**src/common/prf_defs.svh**
```systemverilog
// register file sizing macros: register, bank and requester counts, data and ROB widths
`ifndef PRF_DEFS_SVH
`define PRF_DEFS_SVH

// ------------------------------
// physical registers
`define PRF_PR_COUNT 32
`define PRF_LOG_PR_COUNT 5

// banking, bank = low bits of register number
`define PRF_BANK_COUNT 4
`define PRF_LOG_BANK_COUNT 2

// ------------------------------
// requesters
`define PRF_RR_COUNT 4
`define PRF_WR_COUNT 3

// ------------------------------
// payload widths
`define PRF_DATA_WIDTH 32
`define PRF_ROB_WIDTH 4

`endif

```
**src/common/prf_pkg.sv**
```systemverilog
// register file types: read request/response, writeback request, writeback and complete buses
`default_nettype none

`include "prf_defs.svh"

package prf_pkg;

	// ------------------------------
	// read side

	// one read request per requester per cycle
	typedef struct packed {
		logic valid;
		logic [`PRF_LOG_PR_COUNT-1:0] pr;
	} read_req_t;

	// port tells which word of the bank's read data to take
	typedef struct packed {
		logic ack;
		logic port;
	} read_resp_t;

	// ------------------------------
	// writeback side
	typedef struct packed {
		logic valid;
		logic send_complete;
		logic [`PRF_DATA_WIDTH-1:0] data;
		logic [`PRF_LOG_PR_COUNT-1:0] pr;
		logic [`PRF_ROB_WIDTH-1:0] rob_index;
	} wb_req_t;

	// bank is implied by bus position, only upper bits travel
	typedef struct packed {
		logic valid;
		logic [`PRF_LOG_PR_COUNT-`PRF_LOG_BANK_COUNT-1:0] upper_pr;
	} wb_bus_t;

	typedef struct packed {
		logic valid;
		logic [`PRF_ROB_WIDTH-1:0] rob_index;
	} complete_bus_t;

endpackage

`default_nettype wire

```
**src/hdl/prf_wrapper.sv**
```systemverilog
// top level: input and output flops around the register file core
`timescale 1ns/1ps
`default_nettype none

`include "prf_defs.svh"

module prf_wrapper (
	input logic CLK,
	input logic nRST,

	// requests, captured on the next edge
	input prf_pkg::read_req_t [`PRF_RR_COUNT-1:0] next_read_req,
	input prf_pkg::wb_req_t [`PRF_WR_COUNT-1:0] next_wb_req,

	// read response by requester, data by bank and port
	output prf_pkg::read_resp_t [`PRF_RR_COUNT-1:0] last_read_resp,
	output logic [`PRF_BANK_COUNT-1:0][1:0][`PRF_DATA_WIDTH-1:0] last_read_data,

	// writeback feedback and buses
	output logic [`PRF_WR_COUNT-1:0] last_wb_ready,
	output prf_pkg::wb_bus_t [`PRF_BANK_COUNT-1:0] last_wb_bus,
	output logic [`PRF_BANK_COUNT-1:0][`PRF_DATA_WIDTH-1:0] last_forward_data,
	output prf_pkg::complete_bus_t [`PRF_BANK_COUNT-1:0] last_complete_bus
);

	// ------------------------------
	// core side signals
	prf_pkg::read_req_t [`PRF_RR_COUNT-1:0] read_req;
	prf_pkg::read_resp_t [`PRF_RR_COUNT-1:0] read_resp;
	logic [`PRF_BANK_COUNT-1:0][1:0][`PRF_DATA_WIDTH-1:0] read_data;
	prf_pkg::wb_req_t [`PRF_WR_COUNT-1:0] wb_req;
	logic [`PRF_WR_COUNT-1:0] wb_ready;
	prf_pkg::wb_bus_t [`PRF_BANK_COUNT-1:0] wb_bus;
	logic [`PRF_BANK_COUNT-1:0][`PRF_DATA_WIDTH-1:0] forward_data;
	prf_pkg::complete_bus_t [`PRF_BANK_COUNT-1:0] complete_bus;

	prf u_prf (
		.CLK(CLK),
		.nRST(nRST),
		.read_req(read_req),
		.read_resp(read_resp),
		.read_data(read_data),
		.wb_req(wb_req),
		.wb_ready(wb_ready),
		.wb_bus(wb_bus),
		.forward_data(forward_data),
		.complete_bus(complete_bus)
	);

	// ------------------------------
	// boundary flops
	always_ff @(posedge CLK or negedge nRST) begin
		if (!nRST) begin
			// inputs
			read_req <= '0;
			wb_req <= '0;
			// outputs
			last_read_resp <= '0;
			last_read_data <= '0;
			last_wb_ready <= '0;
			last_wb_bus <= '0;
			last_forward_data <= '0;
			last_complete_bus <= '0;
		end else begin
			read_req <= next_read_req;
			wb_req <= next_wb_req;
			// read data lands one cycle behind its ack
			last_read_resp <= read_resp;
			last_read_data <= read_data;
			last_wb_ready <= wb_ready;
			last_wb_bus <= wb_bus;
			last_forward_data <= forward_data;
			last_complete_bus <= complete_bus;
		end
	end

endmodule

`default_nettype wire

```
**src/prf/prf.sv**
```systemverilog
// register file core: read and writeback arbiters, four banks, writeback/forward/complete buses
`timescale 1ns/1ps
`default_nettype none

`include "prf_defs.svh"

module prf (
	input logic CLK,
	input logic nRST,

	// read side
	input prf_pkg::read_req_t [`PRF_RR_COUNT-1:0] read_req,
	output prf_pkg::read_resp_t [`PRF_RR_COUNT-1:0] read_resp,
	output logic [`PRF_BANK_COUNT-1:0][1:0][`PRF_DATA_WIDTH-1:0] read_data,

	// writeback side
	input prf_pkg::wb_req_t [`PRF_WR_COUNT-1:0] wb_req,
	output logic [`PRF_WR_COUNT-1:0] wb_ready,

	// buses by bank
	output prf_pkg::wb_bus_t [`PRF_BANK_COUNT-1:0] wb_bus,
	output logic [`PRF_BANK_COUNT-1:0][`PRF_DATA_WIDTH-1:0] forward_data,
	output prf_pkg::complete_bus_t [`PRF_BANK_COUNT-1:0] complete_bus
);

	localparam int LB = `PRF_LOG_BANK_COUNT;
	localparam int LPR = `PRF_LOG_PR_COUNT;

	logic [`PRF_BANK_COUNT-1:0][1:0] bank_rd_en;
	logic [`PRF_BANK_COUNT-1:0][1:0][LPR-LB-1:0] bank_rd_pr;
	logic [`PRF_BANK_COUNT-1:0][`PRF_WR_COUNT-1:0] grant;

	// winning writeback request per bank, all zero if none
	prf_pkg::wb_req_t [`PRF_BANK_COUNT-1:0] bank_wb;

	// ------------------------------
	// arbiters
	prf_read_arbiter u_read_arb (
		.read_req(read_req),
		.read_resp(read_resp),
		.bank_rd_en(bank_rd_en),
		.bank_rd_pr(bank_rd_pr)
	);

	prf_wb_arbiter u_wb_arb (
		.CLK(CLK),
		.nRST(nRST),
		.wb_req(wb_req),
		.grant(grant),
		.wb_ready(wb_ready)
	);

	// one-hot grant, so an or-mux picks the winner
	always_comb begin
		bank_wb = '0;
		for (int b = 0; b < `PRF_BANK_COUNT; b++) begin
			for (int wr = 0; wr < `PRF_WR_COUNT; wr++) begin
				if (grant[b][wr]) begin
					bank_wb[b] = bank_wb[b] | wb_req[wr];
				end
			end
		end
	end

	// ------------------------------
	// banks and buses
	for (genvar b = 0; b < `PRF_BANK_COUNT; b++) begin : g_bank
		prf_bank #(
			.BANK_ID(b)
		) u_bank (
			.CLK(CLK),
			.nRST(nRST),
			.rd_en(bank_rd_en[b]),
			.rd_pr(bank_rd_pr[b]),
			.rd_data(read_data[b]),
			.wr_en(bank_wb[b].valid),
			.wr_pr(bank_wb[b].pr[LPR-1:LB]),
			.wr_data(bank_wb[b].data)
		);

		// bus position gives the bank, upper bits finish the register number
		assign wb_bus[b].valid = bank_wb[b].valid;
		assign wb_bus[b].upper_pr = bank_wb[b].pr[LPR-1:LB];
		// same-cycle readers pick the new value up here
		assign forward_data[b] = bank_wb[b].data;
		// completion only when the writer asked for it
		assign complete_bus[b].valid = bank_wb[b].valid & bank_wb[b].send_complete;
		assign complete_bus[b].rob_index = bank_wb[b].rob_index;
	end

endmodule

`default_nettype wire

```
**src/prf/prf_bank.sv**
```systemverilog
// one register file bank: eight words, two registered read ports, one write port
`timescale 1ns/1ps
`default_nettype none

`include "prf_defs.svh"

module prf_bank #(
	parameter int BANK_ID = 0
) (
	input logic CLK,
	input logic nRST,

	// read ports, data valid one cycle after enable
	input logic [1:0] rd_en,
	input logic [1:0][`PRF_LOG_PR_COUNT-`PRF_LOG_BANK_COUNT-1:0] rd_pr,
	output logic [1:0][`PRF_DATA_WIDTH-1:0] rd_data,

	// write port
	input logic wr_en,
	input logic [`PRF_LOG_PR_COUNT-`PRF_LOG_BANK_COUNT-1:0] wr_pr,
	input logic [`PRF_DATA_WIDTH-1:0] wr_data
);

	localparam int WORDS = `PRF_PR_COUNT / `PRF_BANK_COUNT;

	logic [`PRF_DATA_WIDTH-1:0] mem [WORDS];
	logic wr_allow;

	// physical register 0 lives in bank 0 at upper index 0
	// cleared on reset and never written, so it always reads zero
	assign wr_allow = wr_en && !(BANK_ID == 0 && wr_pr == '0);

	// ------------------------------
	// storage and read registers
	always_ff @(posedge CLK or negedge nRST) begin
		if (!nRST) begin
			for (int i = 0; i < WORDS; i++) begin
				mem[i] <= '0;
			end
			rd_data <= '0;
		end else begin
			if (wr_allow) begin
				mem[wr_pr] <= wr_data;
			end
			// same-edge write not visible, reader sees old value
			for (int p = 0; p < 2; p++) begin
				if (rd_en[p]) begin
					rd_data[p] <= mem[rd_pr[p]];
				end
			end
		end
	end

	// arbiter must hand over a clean address with every enable
	for (genvar p = 0; p < 2; p++) begin : g_rd_chk
		a_rd_addr_known: assert property (@(posedge CLK) disable iff (!nRST)
			rd_en[p] |-> !$isunknown(rd_pr[p]));
	end

endmodule

`default_nettype wire

```
**src/prf/prf_read_arbiter.sv**
```systemverilog
// read port arbiter: up to two read requesters per bank, lowest requester index first
`timescale 1ns/1ps
`default_nettype none

`include "prf_defs.svh"

module prf_read_arbiter (
	// requests and responses by read requester
	input prf_pkg::read_req_t [`PRF_RR_COUNT-1:0] read_req,
	output prf_pkg::read_resp_t [`PRF_RR_COUNT-1:0] read_resp,

	// per bank, per port enable and upper register number
	output logic [`PRF_BANK_COUNT-1:0][1:0] bank_rd_en,
	output logic [`PRF_BANK_COUNT-1:0][1:0][`PRF_LOG_PR_COUNT-`PRF_LOG_BANK_COUNT-1:0] bank_rd_pr
);

	localparam int LB = `PRF_LOG_BANK_COUNT;
	localparam int LPR = `PRF_LOG_PR_COUNT;

	// ------------------------------
	// grant in requester order
	always_comb begin
		logic [LB-1:0] bank;
		read_resp = '0;
		bank_rd_en = '0;
		bank_rd_pr = '0;
		for (int rr = 0; rr < `PRF_RR_COUNT; rr++) begin
			bank = read_req[rr].pr[LB-1:0];
			if (read_req[rr].valid) begin
				// port 0 first, then port 1
				if (!bank_rd_en[bank][0]) begin
					bank_rd_en[bank][0] = 1'b1;
					bank_rd_pr[bank][0] = read_req[rr].pr[LPR-1:LB];
					read_resp[rr].ack = 1'b1;
					read_resp[rr].port = 1'b0;
				end else if (!bank_rd_en[bank][1]) begin
					bank_rd_en[bank][1] = 1'b1;
					bank_rd_pr[bank][1] = read_req[rr].pr[LPR-1:LB];
					read_resp[rr].ack = 1'b1;
					read_resp[rr].port = 1'b1;
				end
				// both ports taken: no ack, requester retries
			end
		end
	end

	// ------------------------------
	// grant sanity, no clock in this block
	always_comb begin
		for (int rr = 0; rr < `PRF_RR_COUNT; rr++) begin
			a_ack_has_req: assert (!read_resp[rr].ack || read_req[rr].valid)
				else $error("read ack without request");
		end
		for (int b = 0; b < `PRF_BANK_COUNT; b++) begin
			a_port_order: assert (!bank_rd_en[b][1] || bank_rd_en[b][0])
				else $error("read port 1 granted with port 0 free");
		end
	end

endmodule

`default_nettype wire

```
**src/prf/prf_wb_arbiter.sv**
```systemverilog
// writeback arbiter: per bank round-robin grant of the single write port
`timescale 1ns/1ps
`default_nettype none

`include "prf_defs.svh"

module prf_wb_arbiter (
	input logic CLK,
	input logic nRST,

	// writeback requests by write requester
	input prf_pkg::wb_req_t [`PRF_WR_COUNT-1:0] wb_req,

	// one-hot per bank, and ready back to each requester
	output logic [`PRF_BANK_COUNT-1:0][`PRF_WR_COUNT-1:0] grant,
	output logic [`PRF_WR_COUNT-1:0] wb_ready
);

	localparam int LB = `PRF_LOG_BANK_COUNT;
	localparam int WR = `PRF_WR_COUNT;
	localparam int PTR_W = $clog2(WR);

	// next requester to favor, per bank
	logic [`PRF_BANK_COUNT-1:0][PTR_W-1:0] ptr;
	logic [`PRF_BANK_COUNT-1:0][PTR_W-1:0] win_idx;
	logic [`PRF_BANK_COUNT-1:0] win_valid;

	// ------------------------------
	// circular search from pointer
	always_comb begin
		int idx;
		grant = '0;
		win_idx = '0;
		win_valid = '0;
		for (int b = 0; b < `PRF_BANK_COUNT; b++) begin
			for (int k = 0; k < WR; k++) begin
				// wrap pointer + offset
				idx = int'(ptr[b]) + k;
				if (idx >= WR) begin
					idx = idx - WR;
				end
				if (!win_valid[b] && wb_req[idx].valid
					&& wb_req[idx].pr[LB-1:0] == LB'(b)) begin
					win_valid[b] = 1'b1;
					win_idx[b] = PTR_W'(idx);
					grant[b][idx] = 1'b1;
				end
			end
		end
	end

	// a requester targets one bank, so at most one grant per requester
	always_comb begin
		wb_ready = '0;
		for (int b = 0; b < `PRF_BANK_COUNT; b++) begin
			wb_ready = wb_ready | grant[b];
		end
	end

	// ------------------------------
	// pointer moves past the winner only
	always_ff @(posedge CLK or negedge nRST) begin
		if (!nRST) begin
			ptr <= '0;
		end else begin
			for (int b = 0; b < `PRF_BANK_COUNT; b++) begin
				if (win_valid[b]) begin
					ptr[b] <= (win_idx[b] == PTR_W'(WR - 1)) ? '0 : win_idx[b] + 1'b1;
				end
			end
		end
	end

	for (genvar b = 0; b < `PRF_BANK_COUNT; b++) begin : g_grant_chk
		a_grant_onehot: assert property (@(posedge CLK) disable iff (!nRST)
			$onehot0(grant[b]));
	end

endmodule

`default_nettype wire

```
**config.mk**
```make
export PLATFORM = sky130hd
export DESIGN_NAME = prf_wrapper
export DESIGN_NICKNAME = d
export VERILOG_FILES = /design/src/common/prf_pkg.sv /design/src/hdl/prf_wrapper.sv /design/src/prf/prf.sv /design/src/prf/prf_bank.sv /design/src/prf/prf_read_arbiter.sv /design/src/prf/prf_wb_arbiter.sv
export VERILOG_INCLUDE_DIRS = /design/src /design/src/common
export SDC_FILE = /design/constraint.sdc
export NUM_CORES = 2
export LEC_CHECK = 0
export BUFFER_PORTS_ARGS = -buffer_cell sky130_fd_sc_hd__buf_2
export CAP_MARGIN = 20
export CORE_MARGIN = 3
export CORE_UTILIZATION = 30
export DETAILED_ROUTE_END_ITERATION = 8
export HOLD_SLACK_MARGIN = 0.08
export PLACE_DENSITY = 0.48
export SLEW_MARGIN = 5
export SYNTH_ARGS = -nofsm -noshare
export SYNTH_HDL_FRONTEND = slang
export SYNTH_SLANG_ARGS = --single-unit
```
**constraint.sdc**
```tcl
create_clock -name CLK -period 3.7 [get_ports CLK]
set_input_delay 0.74 -clock CLK [delete_from_list [all_inputs] [get_ports CLK]]
set_output_delay 0.74 -clock CLK [all_outputs]
set_load 0.05 [all_outputs]
```
==> metrics.md <==
| Metric | Value |
|---|---|
| Mean routed wirelength per cell | 27.46 um |
| Num CTS Buffers | 210 |
| DR DRC count | 5 |
| Vias in the first global route | 65.63k |
| Clock Skews | 0.06790 ns |
| FF-to-FF setup slack | 0.07 ns |
| Simple logic cell fraction of the synthesized area | 0.1175 |
| RR Startpoint | read_req[11]$_DFF_PN0_ |
| Fin Setup TNS | 0 ns |
| DPL Wire Length | 219300 um |
| Mean Syn Cell Area | 10.62 um2 |
| 1st-iter DRT viols | 7036 |
| Max-slew violation total from the final report | 0 |
| Total grt overflow | 0 |
| Period Utilization, post-route | 0.9808 |
| Flop pwr share | 0.375 |
| Worst path cell trace | nor3b_1, or3_1, a21oi_2, or3_1, a221oi_4, buf_12, buf_12, mux2i_1, a221oi_1, a32o_1 |
| Design area | 103400 um2 |
| Die height | 530.7 um |
| Synth Area in Adders | 0.002666 |
| Pre-antenna DRT Iters | 9 |
| Register area | 46830 um2 |
| Arrival time at the worst endpoint | 4.43 ns |
| Synth unique cells | 96 |
| Sequential cell area fraction in the yosys report | 0.5669 |
| Total clock sinks | 1871 |
| Comb power frac | 0.369 |
| Post-synthesis mux area share | 0.1090 |
| Multi-input logic area | 33400 um2 |
| Tmin final | 3.629 ns |
| Worst-case vdd ir drop | 0.5177 mV |
| Layout area overhead | 25.24% |
| Gate Count Post-Synth | 7779 |
| Number of synthesized register bits | 1871 |
| Worst-Skew Late Latency | 0.90 ns |
| Crit Path Class | flip-flop to flip-flop |
| Maxcap violations | 0 |
| Die area | 281600 um2 |
| Synth Area in XOR/XNOR | 0.0005303 |
| Placed cell count | 11.77k |
| Row count | 192 |
| ANT nets after route | 0 |
| Final wirelength | 339900 um |
| Status | finished, violations left |
| Net Sw Frac | 0.4166 |
| DR vias | 67.00k |
| WP buf/inv | 2 |
| Gr usage total | 0.2284 |
| Slowest stage delay, CP | 0.68 ns |
| Reg clk slew, reported paths | 0.06 ns |
| IO Pins | 586 |
| Least-Margin Pin Slew | 1.181 ns |
| Compound-Gate Fraction of Synth Area | 0.1636 |
| H-tree depth reported by CTS | 4 |
| Gp weighted congestion | 0.8879 |
| Share of cells above drive strength 1 | 0.2281 |
| Internal power | 50.99 mW |
| Synth Cell Area | 82590 um2 |
| Number of enable flip-flop cells after synthesis | 0 |
| HP Class | primary input to asynchronous set/reset pin |
| P_sw | 36.42 mW |
| Placed Area | 93240 um2 |
| Slowest cell on crit path | dfrtp_1 |
| Required time of the worst setup path | 4.50 ns |
| Critical path's top delay family | compound AO/OA/AOI/OAI gates |
| Clk pwr share | 0.257 |
| Static Leakage | 48.94 nW |
| First-pass GRT wire length | 473500 um |
| Util after Layout | 0.3777 |
| Critical path fanouts, max | 29 |
| Setup ws final | 0.07097 ns |
| IO buf count | 584 |
| CTS Buffer Depth | 4 |
| Prevailing post-synth register cell | dfrtp_1 |
| Initial antenna violation count | 33 |
| Root Driver | clkbuf_16 |
| Largest family of logic cells by synthesized area | compound AO/OA/AOI/OAI gates |
| Setup crit start kind | flip-flop |
| Place WS | -0.4708 ns |
| Final Hold Viols | 0 |
| Die span in x | 530.7 um |
| WHS | 0.3193 ns |
| Final setup fails | 0 |
| R2R depth | 10 |
| R2r endpoint | u_prf.g_bank[1].u_bank.rd_data[54]$_DFFE_PN0P_ |
| Maximum clock rate | 275.6 MHz |
| Via/cell ratio | 5.412 |
| Tot Pwr | 87.41 mW |
| Core ar. | 273900 um2 |
| Initial Util | 0.3016 |
| RSZ-0062 raised after global routing | yes |
| Final net count | 8781 |
| Power per cell area | 845.0 nW/um2 |
| Failing checks | DRC |
| Yosys warnings | 0 |
| Synthesized Nets | 7950 |
| CTS tree | built |
| Rel. slew slack | 0.2130 |
| Crit. End Element | flip-flop |
| Largest net degree at the start of global routing | 123 |
| Ys async rst share | 1.000 |
| Fin cells | 12.38k |
| Fill cell count | 26.84k |
-- how the worst max path moves through the flow --
stage,from,end,cells after the start
global route,u_prf.u_wb_arb.ptr[6]$_DFFE_PN0P_,u_prf.g_bank[3].u_bank.mem[165]$_DFFE_PN0P_,14
floorplan,u_prf.u_wb_arb.ptr[6]$_DFFE_PN0P_,u_prf.g_bank[3].u_bank.mem[41]$_DFFE_PN0P_,15
global placement,read_req[5]$_DFF_PN0_,u_prf.g_bank[2].u_bank.rd_data[62]$_DFFE_PN0P_,10
detailed placement,read_req[5]$_DFF_PN0_,u_prf.g_bank[2].u_bank.rd_data[60]$_DFFE_PN0P_,10
finish,read_req[11]$_DFF_PN0_,u_prf.g_bank[1].u_bank.rd_data[54]$_DFFE_PN0P_,10
CTS,u_prf.u_wb_arb.ptr[5]$_DFFE_PN0P_,u_prf.g_bank[2].u_bank.mem[194]$_DFFE_PN0P_,14
-- cells by family (layout without fill, tap and decap cells) --
group,Yosys count,after routing
AOI/OAI and AO/OA,1968,1968
buffers and inverters,814,1813
muxes,850,850
xor gates and xnor gates,5,5
DFF,1871,1871
and+or+nand+nor,2252,2252
other,1,14
adders and majority gates,18,18
-- synthesized netlist by cell type, types with 42 or more instances --
| master | n | share of area |
|---|---|---|
| dfrtp_1 | 1871 | 0.57 |
| nand2_1 | 1339 | 0.061 |
| a21oi_1 | 481 | 0.029 |
| mux2i_1 | 465 | 0.056 |
| clkbuf_1 | 458 | 0.021 |
| nor2_1 | 428 | 0.019 |
| mux2_2 | 369 | 0.050 |
| o21ai_0 | 365 | 0.022 |
| a211oi_1 | 201 | 0.018 |
| nand3_1 | 189 | 0.011 |
| a32o_1 | 150 | 0.018 |
| o211ai_1 | 143 | 0.013 |
| inv_1 | 141 | 0.0064 |
| buf_2 | 140 | 0.0085 |
| a222oi_1 | 119 | 0.014 |
| o21ai_1 | 77 | 0.0047 |
| nor2b_1 | 71 | 0.0054 |
| buf_1 | 62 | 0.0028 |
| a221oi_1 | 48 | 0.0051 |
| o22ai_1 | 48 | 0.0036 |
| o31ai_1 | 42 | 0.0038 |
-- state kept, by name, indices dropped and copies added, names as in the netlist --
name and count:
u_prf.g_bank.u_bank.rd_data 256, last_forward_data 128, last_wb_ready 3, last_read_resp 7, wb_req 129, last_complete_bus 20, u_prf.g_bank.u_bank.mem 1024, last_wb_bus 16
last_read_data 256, read_req 24, u_prf.u_wb_arb.ptr 8
-- cells in the final DEF (no fill, tap or decap), types with 25 or more instances in the layout --
master         count
and3_1            26
a221oi_1          42
clkbuf_8          45
mux2i_1          462
inv_1            141
buf_4            377
o21ai_1           76
buf_12           132
a211o_1           32
dfrtp_1         1865
nand3_1          189
buf_2            585
clkbuf_16        227
clkinv_2          37
a32o_1           150
mux2_2           369
o211ai_1         143
nand3b_1          31
a211oi_1         198
nor2b_1           70
clkbuf_1          25
a22oi_1           38
bufinv_16         28
a221o_1           34
o21ai_0          363
nand2_1         1338
o22ai_1           45
o31ai_1           41
nor2_1           418
a31oi_1           38
a21oi_1          474
dlygate4sd3_1    154
a222oi_1         119
a32oi_1           36
-- repair_timing --
item                                    4_1_cts  5_1_grt
hold buffers                                154        0
buffers inserted                              6       29
pin swaps                                     8       23
endpoints found under the hold margin       288        0
gates resized for setup                      12       81
endpoints found under the setup margin      207      792
gates cloned                                  3       22
-- routing by layer --
| metal | vias to the layer above | track usage | wire (um) | share of wire |
|---|---|---|---|---|
| li1 | 29580 | - | - | - |
| met1 | 34020 | 0.3025 | 142300 | 0.42 |
| met2 | 2751 | 0.3576 | 153800 | 0.45 |
| met3 | 639 | 0.03562 | 22650 | 0.067 |
| met4 | 4 | 0.1254 | 21130 | 0.062 |
| met5 | - | 0 | 23 | 0.000068 |
-- area by class of cell --
type / count / area share
sequential: 1871 / 0.4527
tap: 3589 / 0.04342
inverter: 145 / 0.005298
multi-input combinational: 5094 / 0.3229
timing repair buffer: 1288 / 0.1034
clock inverter: 99 / 0.01402
clock buffer: 281 / 0.05794
antenna: 13 / 0.0003145
-- power groups by stage --
| stage | Clock, mW | Combinational [mW] | Sequential [mW] |
|---|---|---|---|
| floorplan | 0 | 12.8 | 36.9 |
| global placement | 0 | 30.7 | 32.8 |
| detailed placement | 0 | 31.0 | 33.0 |
| CTS | 22.9 | 31.4 | 32.7 |
| global route | 23.8 | 34.4 | 33.4 |
| finish | 22.4 | 32.2 | 32.7 |
Power figures use the tool's default switching activity.
